[config.mk]
export PLATFORM = sky130hd
export DESIGN_NAME = ms_core
export DESIGN_NICKNAME = d
export VERILOG_FILES = /design/src/rtl/ms_pkg.sv /design/src/rtl/ms_prog_cntr.sv /design/src/rtl/ms_prog_rom.sv /design/src/rtl/ms_arith_unit.sv /design/src/rtl/ms_ctrl_fsm.sv /design/src/rtl/ms_core.sv
export VERILOG_INCLUDE_DIRS = /design/src /design/src/rtl
export SDC_FILE = /design/constraint.sdc
export NUM_CORES = 1
export LEC_CHECK = 0
export BUFFER_PORTS_ARGS = -buffer_cell sky130_fd_sc_hd__buf_2
export CAP_MARGIN = 20
export CELL_PAD_IN_SITES_DETAIL_PLACEMENT = 1
export CELL_PAD_IN_SITES_GLOBAL_PLACEMENT = 2
export CORE_ASPECT_RATIO = 0.8
export CORE_MARGIN = 8
export CORE_UTILIZATION = 38
export DETAILED_ROUTE_END_ITERATION = 7
export PLACE_DENSITY_LB_ADDON = 0.1
export SKIP_LAST_GASP = 1
export SLEW_MARGIN = 15
export SYNTH_ARGS = -nofsm -noshare
export SYNTH_HDL_FRONTEND = slang
export SYNTH_SLANG_ARGS = --single-unit
[constraint.sdc]
create_clock -name clk -period 5.3 [get_ports clk]
set_input_delay 1.59 -clock clk [delete_from_list [all_inputs] [get_ports clk]]
set_output_delay 1.59 -clock clk [all_outputs]
set_load 0.03 [all_outputs]
[src/rtl/ms_defines.svh]
// modular sequencer engine, global sizes and constants
// field width, prime, register file depth and microprogram entry points

`ifndef MS_DEFINES_SVH
`define MS_DEFINES_SVH

// ---------------------------------------------------------------------------
// datapath sizes
// ---------------------------------------------------------------------------
`define MS_WIDTH        16      // bits per field element
`define MS_PRIME        65521   // largest 16-bit prime

// ---------------------------------------------------------------------------
// register file
// ---------------------------------------------------------------------------
`define MS_REGS         8
`define MS_RADDR_W      3

// ---------------------------------------------------------------------------
// microprogram store
// ---------------------------------------------------------------------------
`define MS_PC_W         5       // 32 rom lines

// first rom line of each program
// spacing follows the program lengths in the rom, keep them in step
`define MS_BASE_MULADD  0       // 7 lines
`define MS_BASE_SQUARE  8       // 4 lines
`define MS_BASE_POLY    12      // 8 lines
`define MS_BASE_DIFFSQ  21      // 7 lines

`endif

[src/rtl/ms_pkg.sv]
// modular sequencer engine, shared types
// word and address types, command and opcode encodings, microop layout,
// host operand bundle and controller states

package ms_pkg;

`include "ms_defines.svh"

    // ---------------------------------------------------------------------------
    // plain vectors
    // ---------------------------------------------------------------------------
    typedef logic [`MS_WIDTH-1:0]   ms_word_t;      // one field element
    typedef logic [`MS_RADDR_W-1:0] ms_raddr_t;     // register file index
    typedef logic [`MS_PC_W-1:0]    ms_pc_t;        // rom line

    // host commands
    typedef enum logic [1:0] {
        CMD_MULADD = 2'd0,      // a*b + c
        CMD_SQUARE = 2'd1,      // a*a
        CMD_POLY   = 2'd2,      // (a+b)*a + c
        CMD_DIFFSQ = 2'd3       // (a-b)*(a+b)
    } ms_cmd_e;

    // microcode operations
    typedef enum logic [2:0] {
        OP_NOP   = 3'd0,
        OP_LOAD  = 3'd1,        // src_a picks host operand
        OP_ADD   = 3'd2,
        OP_SUB   = 3'd3,
        OP_MUL   = 3'd4,        // multi-cycle
        OP_STORE = 3'd5,        // src_a goes to the result
        OP_END   = 3'd6
    } ms_opcode_e;

    // one rom line, 12 bits
    typedef struct packed {
        ms_opcode_e opcode;
        ms_raddr_t  dst;
        ms_raddr_t  src_a;
        ms_raddr_t  src_b;
    } ms_uop_t;

    typedef struct packed {
        ms_word_t a;
        ms_word_t b;
        ms_word_t c;
    } ms_operands_t;

    typedef enum logic [2:0] {
        ST_IDLE,
        ST_FETCH,
        ST_EXEC,
        ST_WAIT,
        ST_DONE
    } ms_state_e;

endpackage

[src/rtl/ms_prog_cntr.sv]
// program counter
// loads the entry line of a command, then steps through the program

`timescale 1ns/1ps
`include "ms_defines.svh"

module ms_prog_cntr import ms_pkg::*; (
    input  logic    clk,
    input  logic    reset_n,
    input  logic    load_i,
    input  ms_cmd_e cmd_i,
    input  logic    step_i,
    output ms_pc_t  pc_o
);

    ms_pc_t pc_q;
    ms_pc_t base;

    // command to entry line
    always_comb begin
        case (cmd_i)
            CMD_MULADD: base = ms_pc_t'(`MS_BASE_MULADD);
            CMD_SQUARE: base = ms_pc_t'(`MS_BASE_SQUARE);
            CMD_POLY:   base = ms_pc_t'(`MS_BASE_POLY);
            CMD_DIFFSQ: base = ms_pc_t'(`MS_BASE_DIFFSQ);
            default:    base = ms_pc_t'(`MS_BASE_MULADD);
        endcase
    end

    always_ff @(posedge clk) begin
        if (!reset_n) begin
            pc_q <= '0;
        end else if (load_i) begin
            pc_q <= base;
        end else if (step_i) begin
            pc_q <= pc_q + ms_pc_t'(1);
        end
    end

    assign pc_o = pc_q;     // straight into the rom address

endmodule

[src/rtl/ms_prog_rom.sv]
// microprogram store
// holds the four command programs, one registered read per cycle

`timescale 1ns/1ps
`include "ms_defines.svh"

module ms_prog_rom import ms_pkg::*; (
    input  logic    clk,
    input  ms_pc_t  addr_i,
    output ms_uop_t uop_o
);

    // register names
    localparam ms_raddr_t R0 = 3'd0;
    localparam ms_raddr_t R1 = 3'd1;
    localparam ms_raddr_t R2 = 3'd2;
    localparam ms_raddr_t R3 = 3'd3;   // working register
    localparam ms_raddr_t R4 = 3'd4;

    // host operand select for loads
    localparam ms_raddr_t SEL_A = 3'd0;
    localparam ms_raddr_t SEL_B = 3'd1;
    localparam ms_raddr_t SEL_C = 3'd2;

    function automatic ms_uop_t mk(ms_opcode_e op, ms_raddr_t dst, ms_raddr_t sa,
                                   ms_raddr_t sb);
        ms_uop_t u;
        u.opcode = op;
        u.dst    = dst;
        u.src_a  = sa;
        u.src_b  = sb;
        return u;
    endfunction

    always_ff @(posedge clk) begin
        case (addr_i)
            // muladd
            `MS_BASE_MULADD + 0: uop_o <= mk(OP_LOAD,  R0, SEL_A, R0);
            `MS_BASE_MULADD + 1: uop_o <= mk(OP_LOAD,  R1, SEL_B, R0);
            `MS_BASE_MULADD + 2: uop_o <= mk(OP_LOAD,  R2, SEL_C, R0);
            `MS_BASE_MULADD + 3: uop_o <= mk(OP_MUL,   R3, R0,    R1);
            `MS_BASE_MULADD + 4: uop_o <= mk(OP_ADD,   R3, R3,    R2);
            `MS_BASE_MULADD + 5: uop_o <= mk(OP_STORE, R0, R3,    R0);
            `MS_BASE_MULADD + 6: uop_o <= mk(OP_END,   R0, R0,    R0);
            // square
            `MS_BASE_SQUARE + 0: uop_o <= mk(OP_LOAD,  R0, SEL_A, R0);
            `MS_BASE_SQUARE + 1: uop_o <= mk(OP_MUL,   R3, R0,    R0);
            `MS_BASE_SQUARE + 2: uop_o <= mk(OP_STORE, R0, R3,    R0);
            `MS_BASE_SQUARE + 3: uop_o <= mk(OP_END,   R0, R0,    R0);
            // poly, horner form
            `MS_BASE_POLY + 0:   uop_o <= mk(OP_LOAD,  R0, SEL_A, R0);
            `MS_BASE_POLY + 1:   uop_o <= mk(OP_LOAD,  R1, SEL_B, R0);
            `MS_BASE_POLY + 2:   uop_o <= mk(OP_LOAD,  R2, SEL_C, R0);
            `MS_BASE_POLY + 3:   uop_o <= mk(OP_ADD,   R3, R0,    R1); // a+b
            `MS_BASE_POLY + 4:   uop_o <= mk(OP_MUL,   R3, R3,    R0); // (a+b)*a
            `MS_BASE_POLY + 5:   uop_o <= mk(OP_ADD,   R3, R3,    R2);
            `MS_BASE_POLY + 6:   uop_o <= mk(OP_STORE, R0, R3,    R0);
            `MS_BASE_POLY + 7:   uop_o <= mk(OP_END,   R0, R0,    R0);
            // diffsq
            `MS_BASE_DIFFSQ + 0: uop_o <= mk(OP_LOAD,  R0, SEL_A, R0);
            `MS_BASE_DIFFSQ + 1: uop_o <= mk(OP_LOAD,  R1, SEL_B, R0);
            `MS_BASE_DIFFSQ + 2: uop_o <= mk(OP_SUB,   R3, R0,    R1);
            `MS_BASE_DIFFSQ + 3: uop_o <= mk(OP_ADD,   R4, R0,    R1);
            `MS_BASE_DIFFSQ + 4: uop_o <= mk(OP_MUL,   R3, R3,    R4);
            `MS_BASE_DIFFSQ + 5: uop_o <= mk(OP_STORE, R0, R3,    R0);
            `MS_BASE_DIFFSQ + 6: uop_o <= mk(OP_END,   R0, R0,    R0);
            default:             uop_o <= mk(OP_NOP,   R0, R0,    R0); // gaps
        endcase
    end

endmodule

[src/rtl/ms_arith_unit.sv]
// modular arithmetic unit
// eight-word register file with add, sub and an iterative shift-add
// multiplier, all reduced mod the prime

`timescale 1ns/1ps
`include "ms_defines.svh"

module ms_arith_unit import ms_pkg::*; (
    input  logic         clk,
    input  logic         reset_n,
    input  ms_uop_t      uop_i,
    input  logic         uop_valid_i,
    input  ms_operands_t operands_i,
    output logic         busy_o,
    output ms_word_t     rd_data_o
);

    localparam logic [`MS_WIDTH:0] PRIME_X = `MS_PRIME;   // one guard bit
    localparam int CNT_W = $clog2(`MS_WIDTH);

    ms_word_t regs [`MS_REGS];

    ms_word_t op_a;
    ms_word_t op_b;
    ms_word_t load_val;

    // multiplier state
    logic             mul_busy_q;
    logic [CNT_W-1:0] mul_cnt_q;
    ms_word_t         mul_a_q;      // multiplicand
    ms_word_t         mul_b_q;      // multiplier, msb first
    ms_word_t         mul_acc_q;
    ms_raddr_t        mul_dst_q;
    ms_word_t         mul_dbl;
    ms_word_t         mul_next;
    logic             mul_start;
    logic             mul_last;

    // ---------------------------------------------------------------------------
    // modular helpers, inputs already below P
    // ---------------------------------------------------------------------------
    function automatic ms_word_t mod_add(ms_word_t x, ms_word_t y);
        logic [`MS_WIDTH:0] s;
        s = {1'b0, x} + {1'b0, y};
        if (s >= PRIME_X)
            s = s - PRIME_X;
        return s[`MS_WIDTH-1:0];
    endfunction

    function automatic ms_word_t mod_sub(ms_word_t x, ms_word_t y);
        logic [`MS_WIDTH:0] d;
        d = {1'b0, x} - {1'b0, y};
        if (d[`MS_WIDTH])           // borrow
            d = d + PRIME_X;
        return d[`MS_WIDTH-1:0];
    endfunction

    assign op_a      = regs[uop_i.src_a];
    assign op_b      = regs[uop_i.src_b];
    assign rd_data_o = op_a;        // read port for stores

    always_comb begin
        case (uop_i.src_a)
            3'd0:    load_val = operands_i.a;
            3'd1:    load_val = operands_i.b;
            default: load_val = operands_i.c;
        endcase
    end

    // ---------------------------------------------------------------------------
    // interleaved multiply, acc = 2*acc (+ a)
    // ---------------------------------------------------------------------------
    assign mul_start = uop_valid_i && (uop_i.opcode == OP_MUL);
    assign mul_last  = (mul_cnt_q == CNT_W'(`MS_WIDTH - 1));
    assign mul_dbl   = mod_add(mul_acc_q, mul_acc_q);
    assign mul_next  = mul_b_q[`MS_WIDTH-1] ? mod_add(mul_dbl, mul_a_q) : mul_dbl;

    always_ff @(posedge clk) begin
        if (!reset_n) begin
            mul_busy_q <= 1'b0;
            mul_cnt_q  <= '0;
        end else if (mul_start) begin
            mul_busy_q <= 1'b1;
            mul_cnt_q  <= '0;
        end else if (mul_busy_q) begin
            mul_cnt_q <= mul_cnt_q + 1'b1;
            if (mul_last)
                mul_busy_q <= 1'b0;
        end
    end

    always_ff @(posedge clk) begin
        if (mul_start) begin
            mul_a_q   <= op_a;      // latched, dst may equal a source
            mul_b_q   <= op_b;
            mul_acc_q <= '0;
            mul_dst_q <= uop_i.dst;
        end else if (mul_busy_q) begin
            mul_acc_q <= mul_next;
            mul_b_q   <= mul_b_q << 1;
        end
    end

    assign busy_o = mul_busy_q;

    // register file writes
    always_ff @(posedge clk) begin
        if (mul_busy_q && mul_last) begin
            regs[mul_dst_q] <= mul_next;
        end else if (uop_valid_i) begin
            case (uop_i.opcode)
                OP_LOAD: regs[uop_i.dst] <= load_val;
                OP_ADD:  regs[uop_i.dst] <= mod_add(op_a, op_b);
                OP_SUB:  regs[uop_i.dst] <= mod_sub(op_a, op_b);
                default: ;          // store, end, nop leave the file alone
            endcase
        end
    end

endmodule

[src/rtl/ms_ctrl_fsm.sv]
// sequencing controller
// walks the microprogram, issues uops to the arithmetic unit, waits out
// multiplies, captures the stored result and drives host status

`timescale 1ns/1ps

module ms_ctrl_fsm import ms_pkg::*; (
    input  logic     clk,
    input  logic     reset_n,
    input  logic     start_i,
    input  ms_uop_t  uop_i,
    input  logic     arith_busy_i,
    input  ms_word_t rd_data_i,
    output logic     pc_load_o,
    output logic     pc_step_o,
    output logic     uop_valid_o,
    output logic     busy_o,
    output logic     done_o,
    output ms_word_t result_o
);

    ms_state_e state_q;
    ms_state_e state_d;
    ms_word_t  store_q;         // staged until the end of the program
    ms_word_t  result_q;

    // ---------------------------------------------------------------------------
    // next state and program counter control
    // ---------------------------------------------------------------------------
    always_comb begin
        state_d   = state_q;
        pc_load_o = 1'b0;
        pc_step_o = 1'b0;
        case (state_q)
            ST_IDLE: begin
                if (start_i) begin
                    pc_load_o = 1'b1;       // cmd_i sampled here
                    state_d   = ST_FETCH;
                end
            end
            ST_FETCH: begin
                state_d = ST_EXEC;          // rom read latency
            end
            ST_EXEC: begin
                case (uop_i.opcode)
                    OP_MUL: state_d = ST_WAIT;
                    OP_END: state_d = ST_DONE;
                    default: begin
                        pc_step_o = 1'b1;
                        state_d   = ST_FETCH;
                    end
                endcase
            end
            ST_WAIT: begin
                // busy comes up the cycle after issue, so never seen low early
                if (!arith_busy_i) begin
                    pc_step_o = 1'b1;
                    state_d   = ST_FETCH;
                end
            end
            ST_DONE: begin
                state_d = ST_IDLE;
            end
            default: begin
                state_d = ST_IDLE;
            end
        endcase
    end

    always_ff @(posedge clk) begin
        if (!reset_n) begin
            state_q  <= ST_IDLE;
            result_q <= '0;
        end else begin
            state_q <= state_d;
            // publish on the way to done so result_o only moves with done_o
            if (state_q == ST_EXEC && uop_i.opcode == OP_END)
                result_q <= store_q;
        end
    end

    always_ff @(posedge clk) begin
        if (state_q == ST_EXEC && uop_i.opcode == OP_STORE)
            store_q <= rd_data_i;
    end

    // ---------------------------------------------------------------------------
    // status outputs
    // ---------------------------------------------------------------------------
    assign uop_valid_o = (state_q == ST_EXEC);
    assign busy_o      = (state_q == ST_FETCH) || (state_q == ST_EXEC) ||
                         (state_q == ST_WAIT);     // low again in done
    assign done_o      = (state_q == ST_DONE);
    assign result_o    = result_q;

endmodule

[src/rtl/ms_core.sv]
// modular sequencer engine, top level
// program counter, microcode rom, arithmetic unit and controller

`timescale 1ns/1ps

module ms_core import ms_pkg::*; (
    input  logic         clk,
    input  logic         reset_n,
    input  logic         start_i,
    input  ms_cmd_e      cmd_i,
    input  ms_operands_t operands_i,
    output logic         busy_o,
    output logic         done_o,
    output ms_word_t     result_o
);

    logic     pc_load;
    logic     pc_step;
    ms_pc_t   pc;
    ms_uop_t  uop;
    logic     uop_valid;
    logic     arith_busy;
    ms_word_t rd_data;

    ms_prog_cntr u_prog_cntr (
        .clk     (clk),
        .reset_n (reset_n),
        .load_i  (pc_load),
        .cmd_i   (cmd_i),
        .step_i  (pc_step),
        .pc_o    (pc)
    );

    ms_prog_rom u_prog_rom (
        .clk    (clk),
        .addr_i (pc),
        .uop_o  (uop)
    );

    ms_arith_unit u_arith_unit (
        .clk         (clk),
        .reset_n     (reset_n),
        .uop_i       (uop),
        .uop_valid_i (uop_valid),
        .operands_i  (operands_i),      // held by the host while busy
        .busy_o      (arith_busy),
        .rd_data_o   (rd_data)
    );

    ms_ctrl_fsm u_ctrl_fsm (
        .clk          (clk),
        .reset_n      (reset_n),
        .start_i      (start_i),
        .uop_i        (uop),
        .arith_busy_i (arith_busy),
        .rd_data_i    (rd_data),
        .pc_load_o    (pc_load),
        .pc_step_o    (pc_step),
        .uop_valid_o  (uop_valid),
        .busy_o       (busy_o),
        .done_o       (done_o),
        .result_o     (result_o)
    );

endmodule

== Word level (Yosys, flattened, before mapping) ==
Memories as Yosys holds them, arrays and structs flattened. A register that Yosys moved wholly into a read port is not among the register bits.
Cells that the tools add are included.
Word-level totals
  bits in writable memories: 128
  memories kept: 2
  word-level logic and storage cells: 109
  ROM bits: 352
  output and inout port bits: 18
  register bits: 99
Memories
  (no name shown): depth 32, bits a word 11, read ports 1, clocked after Yosys merged registers in 1, wr ports 0, line ms_prog_rom.sv:36  | case (addr_i)
  u_arith_unit.regs: depth 8, bits a word 16, read ports 2, clocked after Yosys merged registers in 0, wr ports 1, line ms_arith_unit.sv:21  | ms_word_t regs [`MS_REGS];
Operators by class
  bitwise operators: 3
  equality and inequality tests: 17
  reductions and logical operators: 15
  multiplexer cells: 48
  order comparisons: 3
  add/sub/neg operators: 10
Operators with widths (count)
  two-way mux 16 bit: 16
  adder 16 x 16 -> 17 bit: 3
  >= comparator 17 x 16 -> 1 bit, second input constant: 3
  subtractor 16 bit, second input constant: 3
  one-hot mux 16 bit (2 select lines): 1
  two-way mux 1 bit: 22
  one-hot mux 5 bit (4 select lines): 1
  subtractor 16 x 16 -> 17 bit: 1
  adder 16 bit, second input constant: 1
  OR reduction 16 bit: 1
  equality test 3 x 2 -> 1 bit, second input constant: 4
  equality test 3 bit, second input constant: 4
  one-hot mux 3 bit (4 select lines): 1
  two-way mux 5 bit: 2
  equality test 3 x 1 -> 1 bit, second input constant: 3
  two-way mux 3 bit: 3
  zero test 3 bit: 2
  one-hot mux 3 bit (2 select lines): 1
  adder 5 x 1 -> 5 bit, second input constant: 1
  adder 4 x 1 -> 4 bit, second input constant: 1
  equality test 2 bit, second input constant: 2
  equality test 4 bit, second input constant: 1
  logical AND 1 bit: 4
  inequality test 2 bit, second input constant: 2
  9 further kinds: 13

== Depth between registers and ports, before layout ==
An unclocked memory read counts as a cell.
  depth after elaboration: 10
  gate-level depth with buffers: 22
  depth with buffers taken out: 20

== By module ==
From an unflattened synthesis, not the netlist that was laid out.
Second synthesis, totals
  cell total of the unflattened synthesis: 1491
  area total of the unflattened synthesis: 15882.7 um2
By module, submodules not included
  ms_arith_unit: cells each 1256, area each 13505.5 um2, times used 1, sequential area each 5315.1 um2
  ms_ctrl_fsm: cells each 115, area each 1378.8 um2, times used 1, sequential area each 860.8 um2
  ms_prog_rom: cells each 91, area each 724.4 um2, times used 1, sequential area each 220.2 um2
  ms_prog_cntr: cells each 29, area each 274.0 um2, times used 1, sequential area each 100.1 um2

== Least setup slack after synthesis ==
Ideal clock, no wire load.
  kind: flip-flop to flip-flop
  start point: register, netlist name u_prog_rom.uop_o[3]
  end point: memory u_arith_unit.regs[0][15] (netlist bit), data pin
  slack: -0.128 ns
  data required time: 5.084 ns
  arrival: 5.212 ns
  library setup time: 0.216 ns
  clock period less this slack: 5.428 ns
  stages on the path, launching flop included: 19
  path through: dfxtp_1 > clkbuf_1 > clkbuf_1 > clkbuf_1 > mux4_2 > inv_1 > ha_1 > inv_1 > fa_1 > a211oi_1 > o211a_1 > or4_1 > a31oi_1 > or4_1 > nor4b_1 > and4_1 > o21ai_0 > nor3b_1 > o21ai_1
On the way
  longest elaborated chain between the ends: 10
RTL lines
  memory read (8 x 16 bit) *
  via rd_data[0]: line ms_core.sv:23  | ms_word_t rd_data;
  adder 16 x 16 -> 17 bit: line ms_arith_unit.sv:44  | s = {1'b0, x} + {1'b0, y};
  subtractor 16 bit or >= comparator 17 x 16 -> 1 bit (tied branches): line ms_arith_unit.sv:46, ms_arith_unit.sv:45
  two-way mux 16 bit: line ms_arith_unit.sv:45  | if (s >= PRIME_X)
  two-way mux 16 bit: line ms_arith_unit.sv:111  | case (uop_i.opcode)
  two-way mux 16 bit: line ms_arith_unit.sv:110  | end else if (uop_valid_i) begin
  two-way mux 16 bit: line ms_arith_unit.sv:108  | if (mul_busy_q && mul_last) begin
  two-way mux 16 bit (no source line)
  two-way mux 16 bit (no source line) * (2 in series)
  end, declared: line ms_arith_unit.sv:21
The timed path passes the listed nets; every way through them passes the cells marked *. The select of a mux whose other input is x is not followed.

== Worst setup path after layout ==
  start point: register, netlist name u_prog_rom.uop_o[3]
  end point: memory u_arith_unit.regs[2][1] (netlist bit), data pin
On the way
  longest elaborated chain between the ends: 10
RTL lines (line)
  memory read (8 x 16 bit) *
  via rd_data[4]: ms_core.sv:23
  adder 16 x 16 -> 17 bit: ms_arith_unit.sv:44
  >= comparator 17 x 16 -> 1 bit: ms_arith_unit.sv:45
  two-way mux 16 bit: ms_arith_unit.sv:45
  two-way mux 16 bit: ms_arith_unit.sv:111
  two-way mux 16 bit: ms_arith_unit.sv:110
  two-way mux 16 bit: ms_arith_unit.sv:108
  two-way mux 16 bit (no source line)
  two-way mux 16 bit (no source line) * (2 in series)
Marked as above.

==> metrics <==
Final setup violation count 0; area grow syn2layout 25.80%; largest net degree at the start of global routing 40; gate count after technology mapping 1363; Post-CTS Hold Fix Bufs 0; Unique masters post-synth 92; Antenna diodes 0; Top FF cell, synth edfxtp_1; max frequency 194.1 MHz; Worst VDD drop 248.6 uV; Fill cells 4139; IO buf count 70; fin crit share 97.19%; # DRC 0; Final min period around 5.2 ns; Die Wd 235.1 um; setup slack after layout 0.1490 ns; most area-consuming cells after synthesis edfxtp_1, dfxtp_1, mux4_2; final WL between 50000 and 60000 um; initial antenna violation count 1; Syn Nets 1487; crit end category register; sequential area share after synthesis 44.50%; number of flops mapped to enable cells by yosys 179; Power Dens Cells 415.0 nW/um^2; core area around 38000 um^2; nets 1737; CTS clk-pin slew, worst paths 0.06 ns; Syn Area/Cell around 11 um^2; clock tree buffer depth 3; Slew Limit Fails 0; Worst-Margin Slew 0.9811 ns; post-DP HPWL 40970 um; pre-CTS setup slack -0.5193 ns; vias 12.33k; Layout Skew 0.03237 ns; CP arrival approximately 5.5 ns; Cell Count, Final, Fillers Out 2128; async set-reset flop share out of synthesis 0%; Site Rows 64; P_leak about 7 nW; Routed Antenna Nets 0; GRT Util Overall 23.24%; CTS sink count 235; crit path kind reg -> reg; number of DRC markers in iteration 0 787; Avg WL per Cell 25.16 um; cell taking the most area after synthesis edfxtp_1; Worst Path Max Fanout 11; Slew HR between 30% and 40%; layout cells sized above 1 just under 30%; CTS buffer count 26; Ports 71; CTS H-tree depth 1; Via density 5.794; outcome complete, no violations; Yosys warning total 0; Reg2Reg Depth 18; final estimated routing congestion in global placement 0.8693; DRT Pass-1 Iters 5; Req. time, crit path approximately 5.6 ns; #FFs+latches synth 235; Die Area 44980 um^2; Final Hold Viols 0; Inst Count DP about 2k; depth of the worst hold-timing path 2; Clock Latency Late Sink 0.57 ns; CTS tree built; HP Class reg -> reg; vias in the first global route 12.65k; synthesized area about 15000 um^2; grt total ovfl 0; first-pass GRT wire length 79670 um; Final Core Density 48.28%; critical path launch point type register; CTS Root Cell clkbuf_16; max_cap viols 0; Die Height 191.3 um; initial core utilization 38.38%; top cell type's share of synthesized area between 30% and 40%
==> cells in the mapped netlist, types with 42 or more instances <==
cell type / count
clkbuf_1: 50
xnor2_1: 42
a21oi_1: 71
nor2_1: 115
edfxtp_1: 179
ha_1: 68
o21ai_0: 49
mux4_2: 48
nand2_1: 85
inv_1: 59
nand3_1: 43
dfxtp_1: 56
==> registers in the layout (all words and copies together) (netlist names) <==
| name | count |
|---|---|
| u_arith_unit.mul_dst_q | 3 |
| u_arith_unit.regs | 128 |
| u_ctrl_fsm.store_q | 16 |
| u_arith_unit.mul_a_q | 16 |
| u_arith_unit.mul_acc_q | 16 |
| u_arith_unit.mul_cnt_q | 4 |
| u_arith_unit.busy_o | 1 |
| u_ctrl_fsm.result_o | 16 |
| u_prog_cntr.pc_o | 5 |
| u_prog_rom.uop_o | 11 |
| u_ctrl_fsm.state_q | 3 |
| u_arith_unit.mul_b_q | 16 |
==> cells in the final DEF (no fill, tap or decap), drive strengths merged, types with 16 or more instances in the layout <==
cell type | netlist | layout
nand2 | 85 | 85
o21ai | 60 | 60
a31oi | 20 | 20
nand3 | 43 | 43
xor2 | 21 | 21
mux4 | 48 | 48
ha | 68 | 68
edfxtp | 179 | 179
clkbuf | 50 | 33
nor2 | 115 | 115
nand4 | 17 | 17
o211ai | 16 | 16
and3 | 19 | 19
buf | 21 | 293
a21oi | 71 | 71
mux2i | 39 | 39
xnor2 | 42 | 42
inv | 60 | 60
dfxtp | 56 | 56
a21boi | 16 | 16
nor3 | 33 | 33
a211oi | 22 | 22
==> final cells by class <==
class / count / area [um^2] / share of cell area (%)
clock buffers: 33 / 706.9 / 3.850
clock inverters: 15 / 249.0 / 1.356
inverters: 62 / 232.7 / 1.267
multi-input cells: 995 / 7983 / 43.47
flip-flops and latches: 235 / 6504 / 35.42
well taps: 495 / 619.3 / 3.373
repair buffers: 293 / 2069 / 11.27
==> per-stage QoR <==
step | total power, W | hold slack, ns | cell area (um^2) | setup TNS (ns)
floorplan | 0.004009 | 0.4321 | 14600 | 0
global placement | 0.005273 | 0.4521 | 16830 | -33.79
detailed placement | 0.005328 | 0.4588 | 16830 | -37.83
CTS | 0.007425 | 0.4666 | 17950 | -0.1844
global route | 0.007996 | 0.4817 | 18360 | -0.4781
finish | 0.007621 | 0.4599 | 18360 | 0
==> cell families (layout without fill, tap and decap cells) <==
logic type | count (synthesis) | in the layout | share of synthesized area, %
buffers and inverters | 133 | 403 | 3.583
AO/OA/AOI/OAI | 345 | 345 | 16.29
XOR/XNOR | 63 | 63 | 3.780
multiplexers | 102 | 102 | 11.24
flip-flops | 235 | 235 | 44.50
adder cells (fa/ha/maj) | 71 | 71 | 6.240
AND/OR/NAND/NOR | 414 | 414 | 14.37
==> layer usage <==
layer  track usage, %  up-vias  part of all wire (%)  routed length [um]
met5                0        -                     0                   0
met4            6.559        0                   2.8                1509
met3            3.112       70                   4.8                2568
met2            39.74      305                    48               25480
met1            30.76     6254                    45               23980
li1                 -     5701                     -                   -
==> path summary, 6_finish.rpt <==
check / startpoint / slack (ns) / endpoint
max: u_prog_rom.uop_o[3]$_DFF_P_ / 0.15 / u_arith_unit.regs[2][1]$_DFFE_PP_
min: u_ctrl_fsm.result_o[10]$_SDFFE_PN0P_ / 0.46 / u_ctrl_fsm.result_o[10]$_SDFFE_PN0P_
max reg2reg: u_prog_rom.uop_o[3]$_DFF_P_ / 0.15 / u_arith_unit.regs[2][1]$_DFFE_PP_
min reg2reg: u_ctrl_fsm.result_o[10]$_SDFFE_PN0P_ / 0.46 / u_ctrl_fsm.result_o[10]$_SDFFE_PN0P_
==> report_power, final <==
part	internal [W]	switching (W)	total [W]	leakage (nW)
clock network	0.00124	0.000782	0.00202	0.463
registers	0.00216	0.0000669	0.00223	2.07
logic	0.00144	0.00193	0.00337	4.36
total	0.00484	0.00278	0.00762	6.89
==> timing repair <==
item                       4_1_cts  5_1_grt
resized for setup               31       55
pin swaps                        3       21
setup buffers                    1       19
setup endpoints to repair      121      131
==> critical path, cell delays in order (launching register included) <==
cell,delay [ns]
dfxtp_2,0.34
buf_4,0.17
buf_4,0.29
mux4_2,0.63
buf_4,0.24
ha_1,0.26
or4_1,0.61
o211ai_1,0.21
buf_4,0.16
a21oi_1,0.06
nor3_1,0.27
nor4b_4,0.30
buf_4,0.18
a41o_1,0.26
buf_4,0.16
nor2_1,0.04
a211oi_1,0.33
o32ai_1,0.15
buf_4,0.22
No activity file was read; power rests on OpenSTA's default activity.
